`src/logic/ahb_input_pkg.sv`:
```
package ahb_input_pkg;

  // ------------------------------
  // Widths
  // ------------------------------
  localparam int ADDR_W     = 32; // AHB address width
  localparam int WRAP_OFS_W = 4;  // Beat offset for wrap check

  typedef logic [ADDR_W-1:0] haddr_t;
  typedef logic [2:0]        hsize_t; // Byte count is 2**HSIZE

  // ------------------------------
  // AHB encodings
  // ------------------------------
  typedef enum logic [1:0]
  {
    TRN_IDLE   = 2'b00,
    TRN_BUSY   = 2'b01,
    TRN_NONSEQ = 2'b10,
    TRN_SEQ    = 2'b11
  } htrans_t;

  typedef enum logic [2:0]
  {
    BUR_SINGLE = 3'b000,
    BUR_INCR   = 3'b001, // Undefined length
    BUR_WRAP4  = 3'b010,
    BUR_INCR4  = 3'b011,
    BUR_WRAP8  = 3'b100,
    BUR_INCR8  = 3'b101,
    BUR_WRAP16 = 3'b110,
    BUR_INCR16 = 3'b111
  } hburst_t;

  // AHB-Lite response, no retry or split
  typedef enum logic
  {
    RSP_OKAY  = 1'b0,
    RSP_ERROR = 1'b1
  } hresp_t;

endpackage

```
`src/logic/ahb_hold_stage.sv`:
```
`timescale 1ns/10ps

module ahb_hold_stage
  import ahb_input_pkg::*;
(
  input  logic    HCLK,
  input  logic    HRESETn,
  input  logic    HSELS,
  input  haddr_t  HADDRS,
  input  htrans_t HTRANSS,
  input  logic    HWRITES,
  input  hsize_t  HSIZES,
  input  hburst_t HBURSTS,
  input  logic    load_reg,       // Accepted address phase
  input  logic    burst_override, // Interrupted burst in progress
  input  logic    bound,          // Previous beat hit the wrap edge
  input  logic    active_ip,
  input  logic    readyout_ip,
  output logic    pend_tran,      // Holding register in use
  output logic    held_tran,      // Request to the arbiter
  output logic    sel_ip,
  output logic    write_ip,
  output haddr_t  addr_ip,
  output htrans_t trans_ip,
  output hsize_t  size_ip,
  output hburst_t burst_ip
);

  htrans_t reg_trans;
  haddr_t  reg_addr;
  logic    reg_write;
  hsize_t  reg_size;
  hburst_t reg_burst;

  logic    pend_next;
  htrans_t trans_int; // Selected HTRANS before rewriting
  htrans_t transb;    // Transfer type that decides the burst rewrite
  hburst_t burst_int; // Selected HBURST before rewriting

  // ------------------------------
  // Holding register
  // ------------------------------
  always_ff @(posedge HCLK)
  begin
    if (load_reg)
    begin
      reg_trans <= HTRANSS;
      reg_addr  <= HADDRS;
      reg_write <= HWRITES;
      reg_size  <= HSIZES;
      reg_burst <= HBURSTS;
    end
  end

  // Set when output stage misses the transfer, cleared once it completes
  always_comb
  begin
    if (load_reg && !active_ip)
      pend_next = 1'b1;
    else if (active_ip && readyout_ip)
      pend_next = 1'b0;
    else
      pend_next = pend_tran;
  end

  always_ff @(posedge HCLK)
  begin
    if (!HRESETn)
      pend_tran <= 1'b0;
    else
      pend_tran <= pend_next;
  end

  assign held_tran = load_reg | pend_tran;

  // ------------------------------
  // Live or held output
  // ------------------------------
  always_comb
  begin
    if (pend_tran)
    begin
      sel_ip    = 1'b1;
      trans_int = TRN_NONSEQ; // Held transfer always restarts
      transb    = reg_trans;
      addr_ip   = reg_addr;
      write_ip  = reg_write;
      size_ip   = reg_size;
      burst_int = reg_burst;
    end
    else
    begin
      sel_ip    = HSELS;
      trans_int = HTRANSS;
      transb    = HTRANSS;
      addr_ip   = HADDRS;
      write_ip  = HWRITES;
      size_ip   = HSIZES;
      burst_int = HBURSTS;
    end
  end

  // SEQ to NONSEQ and BUSY to IDLE past a wrap edge
  assign trans_ip = (burst_override && bound) ? htrans_t'({trans_int[1], 1'b0}) : trans_int;

  // Remainder of a broken burst goes out as INCR
  assign burst_ip = (burst_override && transb != TRN_NONSEQ) ? BUR_INCR : burst_int;

endmodule

```
`src/logic/ahb_input_stage.sv`:
```
`timescale 1ns/10ps

module ahb_input_stage
  import ahb_input_pkg::*;
(
  input  logic    HCLK,
  input  logic    HRESETn,
  // Upstream address phase
  input  logic    HSELS,
  input  haddr_t  HADDRS,
  input  htrans_t HTRANSS,
  input  logic    HWRITES,
  input  hsize_t  HSIZES,
  input  hburst_t HBURSTS,
  input  logic    HREADYS,
  // From output stage
  input  logic    active_ip,
  input  logic    readyout_ip,
  input  hresp_t  resp_ip,
  // Upstream response
  output logic    HREADYOUTS,
  output hresp_t  HRESPS,
  // To output stage
  output logic    sel_ip,
  output haddr_t  addr_ip,
  output htrans_t trans_ip,
  output logic    write_ip,
  output hsize_t  size_ip,
  output hburst_t burst_ip,
  output logic    held_tran  // Arbiter request
);

  logic addr_valid;
  logic load_reg;
  logic burst_override;
  logic bound;
  logic pend_tran;

  // ------------------------------
  // Decode
  // ------------------------------
  ahb_xfer_decode xfer_decode_inst
  (
    .HCLK           (HCLK),
    .HRESETn        (HRESETn),
    .HSELS          (HSELS),
    .HADDRS         (HADDRS),
    .HTRANSS        (HTRANSS),
    .HSIZES         (HSIZES),
    .HBURSTS        (HBURSTS),
    .HREADYS        (HREADYS),
    .active_ip      (active_ip),
    .addr_valid     (addr_valid),
    .load_reg       (load_reg),
    .burst_override (burst_override),
    .bound          (bound)
  );

  // ------------------------------
  // Hold and mux
  // ------------------------------
  ahb_hold_stage hold_stage_inst
  (
    .HCLK           (HCLK),
    .HRESETn        (HRESETn),
    .HSELS          (HSELS),
    .HADDRS         (HADDRS),
    .HTRANSS        (HTRANSS),
    .HWRITES        (HWRITES),
    .HSIZES         (HSIZES),
    .HBURSTS        (HBURSTS),
    .load_reg       (load_reg),
    .burst_override (burst_override),
    .bound          (bound),
    .active_ip      (active_ip),
    .readyout_ip    (readyout_ip),
    .pend_tran      (pend_tran),
    .held_tran      (held_tran),
    .sel_ip         (sel_ip),
    .write_ip       (write_ip),
    .addr_ip        (addr_ip),
    .trans_ip       (trans_ip),
    .size_ip        (size_ip),
    .burst_ip       (burst_ip)
  );

  // ------------------------------
  // Response
  // ------------------------------
  ahb_resp_gen resp_gen_inst
  (
    .HCLK        (HCLK),
    .HRESETn     (HRESETn),
    .HREADYS     (HREADYS),
    .addr_valid  (addr_valid),
    .pend_tran   (pend_tran),
    .readyout_ip (readyout_ip),
    .resp_ip     (resp_ip),
    .HREADYOUTS  (HREADYOUTS),
    .HRESPS      (HRESPS)
  );

endmodule

```
`src/logic/ahb_resp_gen.sv`:
```
`timescale 1ns/10ps

module ahb_resp_gen
  import ahb_input_pkg::*;
(
  input  logic   HCLK,
  input  logic   HRESETn,
  input  logic   HREADYS,
  input  logic   addr_valid,  // Active address phase this cycle
  input  logic   pend_tran,   // Transfer waiting in holding register
  input  logic   readyout_ip, // Ready from output stage
  input  hresp_t resp_ip,     // Response from output stage
  output logic   HREADYOUTS,
  output hresp_t HRESPS
);

  logic data_valid; // Data phase of an active transfer

  // ------------------------------
  // Data phase tracking
  // ------------------------------
  always_ff @(posedge HCLK)
  begin
    if (!HRESETn)
      data_valid <= 1'b0;
    else if (HREADYS)
      data_valid <= addr_valid; // Moves with the bus only
  end

  // ------------------------------
  // Upstream response
  // ------------------------------
  always_comb
  begin
    if (!data_valid)
    begin
      HREADYOUTS = 1'b1;     // Idle, busy or unselected
      HRESPS     = RSP_OKAY;
    end
    else if (pend_tran)
    begin
      HREADYOUTS = 1'b0;     // Stall while transfer is held
      HRESPS     = RSP_OKAY;
    end
    else
    begin
      HREADYOUTS = readyout_ip;
      HRESPS     = resp_ip;
    end
  end

endmodule

```
`src/logic/ahb_xfer_decode.sv`:
```
`timescale 1ns/10ps

module ahb_xfer_decode
  import ahb_input_pkg::*;
(
  input  logic    HCLK,
  input  logic    HRESETn,
  input  logic    HSELS,     // Port select
  input  haddr_t  HADDRS,
  input  htrans_t HTRANSS,
  input  hsize_t  HSIZES,
  input  hburst_t HBURSTS,
  input  logic    HREADYS,   // Previous transfer done
  input  logic    active_ip, // Output stage serving this port
  output logic    addr_valid,
  output logic    load_reg,
  output logic    burst_override,
  output logic    bound
);

  logic [WRAP_OFS_W-1:0] offset_addr; // Size-scaled beat index
  logic [WRAP_OFS_W-1:0] check_addr;  // Offset with wrap length forced high
  logic                  bound_next;
  logic                  bound_en;
  logic                  override_next;

  // ------------------------------
  // Address phase qualification
  // ------------------------------
  assign addr_valid = HSELS & HTRANSS[1];   // NONSEQ or SEQ to this port
  assign load_reg   = addr_valid & HREADYS; // Accepted this edge

  // ------------------------------
  // Wrap boundary detection
  // ------------------------------
  always_comb
  begin
    case (HSIZES)
      3'b000:  offset_addr = HADDRS[0 +: WRAP_OFS_W];
      3'b001:  offset_addr = HADDRS[1 +: WRAP_OFS_W];
      3'b010:  offset_addr = HADDRS[2 +: WRAP_OFS_W];
      3'b011:  offset_addr = HADDRS[3 +: WRAP_OFS_W];
      default: offset_addr = HADDRS[0 +: WRAP_OFS_W]; // Wider than 64 bits
    endcase
  end

  // Bits outside the wrap length are forced to one
  always_comb
  begin
    case (HBURSTS)
      BUR_WRAP4:  check_addr = {2'b11, offset_addr[1:0]};
      BUR_WRAP8:  check_addr = {1'b1, offset_addr[2:0]};
      BUR_WRAP16: check_addr = offset_addr;
      default:    check_addr = '0; // SINGLE and INCR never wrap
    endcase
  end

  assign bound_next = &check_addr;       // Last beat before the wrap
  assign bound_en   = HTRANSS[1] & HREADYS;

  // ------------------------------
  // Burst override tracking
  // ------------------------------
  // A SEQ beat taken while another port owns the output breaks the burst
  always_comb
  begin
    if (HTRANSS == TRN_NONSEQ || HTRANSS == TRN_IDLE)
      override_next = 1'b0; // New burst or end of one
    else if (HTRANSS == TRN_SEQ && load_reg && !active_ip)
      override_next = 1'b1;
    else
      override_next = burst_override;
  end

  always_ff @(posedge HCLK)
  begin
    if (!HRESETn)
    begin
      burst_override <= 1'b0;
      bound          <= 1'b0;
    end
    else
    begin
      if (HREADYS)
        burst_override <= override_next;
      if (bound_en)
        bound <= bound_next; // Active beats only
    end
  end

endmodule

```
`config.mk`:
```
export PLATFORM = sky130hd
export DESIGN_NAME = ahb_input_stage
export DESIGN_NICKNAME = d
export VERILOG_FILES = /design/src/logic/ahb_input_pkg.sv /design/src/logic/ahb_hold_stage.sv /design/src/logic/ahb_input_stage.sv /design/src/logic/ahb_resp_gen.sv /design/src/logic/ahb_xfer_decode.sv
export SDC_FILE = /design/constraint.sdc
export NUM_CORES = 1
export LEC_CHECK = 0
export BUFFER_PORTS_ARGS = -buffer_cell sky130_fd_sc_hd__buf_4
export CAP_MARGIN = 20
export CORE_MARGIN = 2
export CORE_UTILIZATION = 40
export DETAILED_ROUTE_END_ITERATION = 7
export PLACE_DENSITY = 0.74
export SYNTH_ARGS = -nofsm -noshare
export SYNTH_HDL_FRONTEND = slang
export SYNTH_SLANG_ARGS = --single-unit
```
`constraint.sdc`:
```
create_clock -name HCLK -period 1.8 [get_ports HCLK]
set_input_delay 0.36 -clock HCLK [delete_from_list [all_inputs] [get_ports HCLK]]
set_output_delay 0.36 -clock HCLK [all_outputs]
set_load 0.03 [all_outputs]
```
After elaboration in Yosys (flattened, before gate mapping) --
Cells that the tools add are included.
Operators by class: add/sub/neg operators 0, $mul 0, divide/modulo/power cells 0, $lt $le $gt $ge 0, eq/ne operators 9, shift-type cells 0, multiplexer cells 19, bitwise logic cells 4, reduce and logical (&&, ||, !) cells 13
Operators with widths (count):
- $mux 32 | 1
- $pmux 4 s3 | 2
- $mux 1 | 11
- $eq 3x2->1 const B | 3
- $mux 3 | 3
- $eq 3x3->1 const B | 2
- $logic_and 1x1->1 | 6
- $eq 2x2->1 const B | 2
- $mux 2 | 2
- $reduce_and 4->1 | 1
- $reduce_bool 2->1 | 2
- $and 1x1->1 | 3
- $eq 3x1->1 const B | 1
- $logic_not 2->1 | 1
- $ne 2x2->1 const B | 1
- $reduce_and 2->1 | 1
- $logic_not 1->1 | 1
- $logic_or 1x1->1 | 1
- $or 1x1->1 | 1
Word-level totals: flip-flop bits (word level) 45, latch bits 0, memory bits (writable) 0, ROM bits 0, bits of input ports 48, output and inout port bits 45, word-level logic and storage cells 54, memories 0

Longest topological paths before layout --
Gate-level depths: netlist of the first run.
depth after elaboration 6, gate-level depth with buffers 5

Hierarchy --
From an unflattened synthesis of the first run, not the netlist that was laid out.
Unflattened totals: cells, all modules 143, area total of the unflattened synthesis 2134.5 µm²
By module, submodules not included:
- ahb_hold_stage | instances 1, cells each 103, area each 1816.7 µm², seq. area each 1251.2 µm²
- ahb_xfer_decode | instances 1, cells each 34, area each 264.0 µm², seq. area each 40.0 µm²
- ahb_resp_gen | instances 1, cells each 6, area each 53.8 µm², seq. area each 20.0 µm²

Worst setup path before layout of the first run --
OpenSTA, ideal clock, no wires.
path kind register -> output, start register hold_stage_inst.pend_tran, end output port trans_ip[0], arrival 1399 ps, path slack 41 ps, cell stages (with the launch flop) 4, path buffers 2, cell sequence dfxtp_1 buf_2 buf_2 a211oi_1
Between the ends: word-level cells in the longest chain between the ends 2
RTL lines:
- from (decl) | RTL line ahb_hold_stage.sv:19 | output logic pend_tran,
- from (signal assigned) | RTL line ahb_hold_stage.sv:71 | pend_tran <= pend_next;
- $mux 2 | RTL line ahb_hold_stage.sv:81 | if (pend_tran)
- $mux 1 | RTL line ahb_hold_stage.sv:104 | assign trans_ip = (burst_override && bound) ? htrans_t'({trans_int[1], 1'b0}) : trans_int;
- to (decl) | RTL line ahb_input_stage.sv:26 | output htrans_t trans_ip,
Every way passes these cells.

Final worst setup path of the first run --
start register hold_stage_inst.pend_tran, end output port addr_ip[31]
Between the ends: word-level cells in the longest chain between the ends 1
RTL lines:
- $mux 32 | RTL line ahb_hold_stage.sv:81
- to (decl) | RTL line ahb_input_stage.sv:25 | output haddr_t addr_ip,
Every way passes these cells.

==> results of run 1 <==
-- layer usage --
layer  vias to the layer above  GRT usage
met4                         0    0.04909
met1                       700     0.2125
met3                         5    0.06872
met5                         -          0
li1                        735          -
met2                        74     0.2345
-- final cells by class --
class | instances | area (µm²)
well taps | 70 | 87.58
flip-flops and latches | 45 | 1315
clock buffers | 6 | 72.57
fillers | 438 | 2063
inverters | 6 | 22.52
repair buffers | 96 | 757.0
clock inverters | 2 | 33.78
multi-input cells | 86 | 723.2
-- what timing repair did --
| item | in CTS | in global routing |
|---|---|---|
| cloned | 0 | 0 |
| buffers inserted | 0 | 0 |
| resized for setup | 4 | 0 |
| pin swaps | 1 | 1 |
| endpoints found under the setup margin | 13 | 8 |
-- flip-flops by register name, indices dropped and copies added (netlist names) --
signal and flops:
hold_stage_inst.reg_size 3, hold_stage_inst.reg_addr 32, hold_stage_inst.reg_trans 2, hold_stage_inst.reg_burst 3, hold_stage_inst.reg_write 1, xfer_decode_inst.bound 1, resp_gen_inst.data_valid 1, xfer_decode_inst.burst_override 1
hold_stage_inst.pend_tran 1
-- critical path, stage by stage, from the launching register on --
cell	delay, ps
dfxtp_4	400
buf_12	180
mux2_1	350
buf_4	180
-- power breakdown --
group | switching (mW) | internal [mW] | leakage, nW
combinational | 0.259 | 0.207 | 0.755
clock | 0.318 | 0.410 | 0.0528
sequential | 0.0136 | 1.19 | 0.410
-- logic make-up (layout without fill, tap and decap cells) --
group	after synthesis	count (layout)	share of synthesized area
simple gates	26	26	0.06328
buf+inv	12	110	0.02925
flops	45	45	0.6257
mux	39	39	0.2072
compound gates	21	21	0.07462
-- through the flow --
stage	util	setup TNS (ps)
floorplan	-	0
global route	0.5934	-31.90
global placement	0.5698	0
CTS	0.5934	0
finish	0.5934	0
detailed placement	0.5698	0
-- cells in the final DEF, fill, tap and decap left out, drive strengths merged, types with 3 or more instances in the layout --
| cell type | instances |
|---|---|
| nor2b | 3 |
| o21ai | 3 |
| clkbuf | 6 |
| inv | 6 |
| nand2b | 3 |
| nand2 | 6 |
| mux2i | 4 |
| dfxtp | 4 |
| nor2 | 7 |
| mux2 | 35 |
| buf | 96 |
| edfxtp | 41 |
| a211oi | 4 |
| a21oi | 5 |
-- path summary, 6_finish.rpt --
check	depth (start not counted)	slack, ps	endpoint
setup / recovery	3	40	addr_ip[31]
hold / removal	1	250	hold_stage_inst.reg_addr[9]$_DFFE_PP_
setup reg to reg	3	980	hold_stage_inst.pend_tran$_SDFFE_PN0P_
hold reg to reg	2	490	resp_gen_inst.data_valid$_SDFFE_PN0P_
==> results.txt, run 1 <==
status: completed
cell with the most instances after synthesis: edfxtp_1
Slew headroom: 0.8386
CORE AREA: 5075 µm²
Setup Skew: 0 ps
Non-Filler Cell Area, Final: 3012 µm²
# diodes: 0
Synth warnings: 0
die width: 76.39 µm
FFs w/ async S/R, synth: 0
initial antenna violation count: 0
wire length on met2: 1.951 mm
port buffer count: 92
Max Slew Vio Count: 0
CP Launch Type: flip-flop
M1 wire length: 2.025 mm
post-route insts no fill: 311
DRC Markers: 0
Power, Total: 2.396 mW
met3 WL post-DR: 440 µm
cts bufs inserted: 5
Synth top area share: 0.5875
hpwl dp: 3.374 mm
worst vdd ir: 539.9 µV
# nets final: 288
Worst EP arrival: 1400 ps
ranking of synthesized cells by area: edfxtp_1, mux2_1, dfxtp_1
Cell Area, Placed: 2892 µm²
Hold WS: 249.1 ps
Post-synth EDFFs: 41
largest net degree at the start of global routing: 42
first-pass GRT wire length: 7.403 mm
worst hold-check path type: in -> reg
global route overflow: 0
Rows: 26
antenna viol nets, final: 0
kind of critical path: reg -> out
Total GRT Usage: 0.1589
leak pwr: 1.218 nW
gpl congestion: 0.8186
maxcap violations: 0
Worst-Margin Slew: 240.7 ps
Post-Place Setup Slack: 131.3 ps
layout cell share with drive strength beyond 1: 0.4398
PD cells: 795.7 nW/µm²
area delta synth->final: 43.70%
sequential area share after synthesis: 0.6257
most frequent cells after synthesis: edfxtp_1, mux2_1, nor2_1
crit-path max FO: 22
# IOs: 93
critical path required time: 1440 ps
Clock transition at path regs: 80 ps
setup ws final: 43.20 ps
Die H: 76.39 µm
Top FF cell, synth: edfxtp_1
Post-Place Cells: 303
initial drt markers: 71
register bit total from synthesis: 45
RSZ-0062 raised after global routing: true
CTS tree: done
drt first pass iters: 4
RR Startpoint: hold_stage_inst.pend_tran$_SDFFE_PN0P_
Starting Density: 0.4130
crit path from: hold_stage_inst.pend_tran$_SDFFE_PN0P_
vias in the first global route: 1493
CP Capture Type: primary output
clock sink total: 45
largest area contributor in the netlist: edfxtp_1
max layer used: met4
final hold violations: 0
routed vias: 1514
Avg Cell Area, Syn: 14.66 µm²
Syn Nets: 191
Hold Buf Count CTS: 0
clk_lat worst skew: 280 ps
Post-Synthesis Cells: 143
Final Cycle Share: 0.9760
CTS H-tree lvls: 2
clock buffer depth: 2
root buf cell: clkbuf_8
fin crit period: 1757 ps
setup violators final: 0
Post-Route WL: 4.473 mm
vias per inst: 4.868
Avg WL per Cell: 14.38 µm
Distinct cells, synth: 30
Synth Cell Area: 2096 µm²
Hold Crit Start: HADDRS[9]
Die ar.: 5835 µm²
maximum clock frequency: 0.5692 GHz
Note: power is estimated with default switching activity, not from simulation.
==> inputs of run 2 (changes only) <==
--- a/config.mk
+++ b/config.mk
@@ -9,6 +9,7 @@
 export CAP_MARGIN = 20
 export CORE_MARGIN = 2
 export CORE_UTILIZATION = 40
+export CTS_BUF_LIST = sky130_fd_sc_hd__clkbuf_4 sky130_fd_sc_hd__clkbuf_8 sky130_fd_sc_hd__clkbuf_16
 export DETAILED_ROUTE_END_ITERATION = 7
 export PLACE_DENSITY = 0.74
 export SYNTH_ARGS = -nofsm -noshare
==> results.txt, run 2 (synthesis gave the netlist of run 1 again) <==
Final Cycle Share: 0.9766 (about the same)
Switching Share: 0.2484 (+0.002023)
Largest Register: hold_stage_inst.reg_addr
gpl congestion: 0.8186 (unchanged)
fin crit period: 1758 ps (+1.127 ps)
port buffer count: 92 (unchanged)
CTS H-tree lvls: 2 (unchanged)
CP Capture Type: primary output
clock sink total: 45 (unchanged)
Slew headroom: 0.8386 (about the same)
CORE AREA: 5075 µm² (unchanged)
layout cell share with drive strength beyond 1: 0.4440 (+0.004149)
area delta synth->final: 43.88%
r2r worst-path depth: 3 (unchanged)
max reg flops: 32 (unchanged)
worst hold-check path type: in -> reg
PD cells: 803.6 nW/µm² (+0.99%)
clock buffer depth: 2 (unchanged)
Post-Place Setup Slack: 131.3 ps (unchanged)
# nets final: 288 (unchanged)
# diodes: 0 (unchanged)
Worst-Margin Slew: 240.7 ps (-0.001550 ps)
Worst EP arrival: 1400 ps (about the same)
Crit Reg-Reg Endpoint: hold_stage_inst.pend_tran$_SDFFE_PN0P_
Setup Buffers After CTS: 0 (unchanged)
CP cell instances: buf_12 -> mux2_1 -> buf_4
RSZ-0062 raised after global routing: true
Starting Density: 0.4130 (unchanged)
commonest non-fill, non-tap cells in the layout: buf_4, edfxtp_1, mux2_1, nor2_1
kind of critical path: reg -> out
Hold WS: 245.6 ps (-3.452 ps)
Avg WL per Cell: 14.52 µm (+0.96%)
drt first pass iters: 4 (unchanged)
maximum clock frequency: 0.5689 GHz (about the same)
Sw Pwr: 0.6019 mW (+1.9%)
Non-Filler Cell Area, Final: 3015 µm² (+0.12%)
Clk pwr share: 0.311 (+0.007)
die width: 76.39 µm (unchanged)
slowest stage cell on the critical path: dfxtp_4
Rows: 26 (unchanged)
initial drt markers: 67 (-5.6%)
# IOs: 93 (unchanged)
initial antenna violation count: 0 (unchanged)
largest net degree at the start of global routing: 42 (unchanged)
crit path capture: addr_ip[31]
Post-Route WL: 4.516 mm (+0.96%)
Setup Skew: 0 ps (unchanged)
Die ar.: 5835 µm² (unchanged)
critical path required time: 1440 ps (about the same)
cts bufs inserted: 5 (unchanged)
Clock transition at path regs: 80 ps (about the same)
DRC Markers: 0 (unchanged)
top flop regs: hold_stage_inst.reg_addr (32), hold_stage_inst.reg_burst (3), hold_stage_inst.reg_size (3)
RR Startpoint: hold_stage_inst.pend_tran$_SDFFE_PN0P_
first-pass GRT wire length: 7.424 mm (+0.28%)
status: completed
clk_lat worst skew: 280 ps (about the same)
root buf cell: clkbuf_8
CP Launch Type: flip-flop
Die H: 76.39 µm (unchanged)
Total GRT Usage: 0.1594 (+0.0005110)
hpwl dp: 3.374 mm (unchanged)
global route overflow: 0 (unchanged)
Cell Area, Placed: 2892 µm² (unchanged)
most common cell after layout, fill and taps aside: buf_4
flop-to-flop setup slack: 980 ps (about the same)
vias per inst: 4.862 (-0.13%)
antenna viol nets, final: 0 (unchanged)
Int Power: 1.821 mW (+0.85%)
Max Slew Vio Count: 0 (unchanged)
combinational share of power: 0.192 (-0.002)
final hold violations: 0 (unchanged)
vias in the first global route: 1488 (-0.33%)
setup violators final: 0 (unchanged)
routed vias: 1512 (-0.13%)
crit path from: hold_stage_inst.pend_tran$_SDFFE_PN0P_
CP peak stage delay: 400 ps (about the same)
leak pwr: 1.221 nW (+0.28%)
worst vdd ir: 544.2 µV (+0.80%)
Reg power frac: 0.496 (-0.006)
maxcap violations: 0 (unchanged)
setup ws final: 42.08 ps (-1.127 ps)
CTS tree: done
crit-path max FO: 22 (unchanged)
run 2: cell counts in the layout (fill, tap and decap cells not counted):
No cell type changed its count.
run 2: power groups by stage:
stage	registers, mW	logic [mW]	clock network (mW)
global placement	1.23	0.462	0
CTS	1.20	0.470	0.772
finish	1.20	0.465	0.755
detailed placement	1.23	0.466	0
floorplan	1.22	0.245	0
global route	1.21	0.497	0.818
run 2: final cells by class:
cell class              instances  area [µm²]
clock inverters                 2       33.78
fillers                       436        2059
inverters                       6       22.52
multi-input cells              86       723.2
flip-flops and latches         45        1315
clock buffers                   6       76.32
repair buffers                 96       757.0
well taps                      70       87.58
run 2: through the flow:
stage	TNS [ps]	util	total power, mW	cells
after floorplan	0	-	1.468	143
after global placement	0	0.5698	1.687	303
after detailed placement	0	0.5698	1.695	303
after CTS	0	0.5942	2.446	311
after global routing	-31.90	0.5942	2.524	311
final	0	0.5942	2.423	311
run 2: how the worst min path moves through the flow:
stage                                          start                                endpoint  slack, ps  cells after the start
2_1_floorplan  resp_gen_inst.data_valid$_SDFFE_PN0P_   resp_gen_inst.data_valid$_SDFFE_PN0P_        460                      2
3_5_place_dp   resp_gen_inst.data_valid$_SDFFE_PN0P_   resp_gen_inst.data_valid$_SDFFE_PN0P_        490                      2
3_3_place_gp   resp_gen_inst.data_valid$_SDFFE_PN0P_   resp_gen_inst.data_valid$_SDFFE_PN0P_        480                      2
4_1_cts                                    HADDRS[9]   hold_stage_inst.reg_addr[9]$_DFFE_PP_        240                      1
6_report                                  HADDRS[25]  hold_stage_inst.reg_addr[25]$_DFFE_PP_        250                      1
5_1_grt                                    HADDRS[9]   hold_stage_inst.reg_addr[9]$_DFFE_PP_        230                      1
run 2: timing repair:
item	CTS	global route
endpoints found under the hold margin	0	0
resized for setup	4	0
endpoints found under the setup margin	13	8
pin swaps	1	1
hold buffers	0	0
run 2: layer usage:
| layer | up-vias | share of wire | global-route usage |
|---|---|---|---|
| met1 | 704 | 0.46 | 0.2148 |
| met4 | 0 | 0.0097 | 0.04909 |
| met3 | 4 | 0.091 | 0.06872 |
| met5 | - | 0 | 0 |
| li1 | 735 | - | - |
| met2 | 69 | 0.44 | 0.2336 |
run 2: critical path: cells and delay by family, from the launching register on:
kind                   cells  cell delay, ps
buffers and inverters      2             360
flip-flops                 1             400
multiplexers               1             350
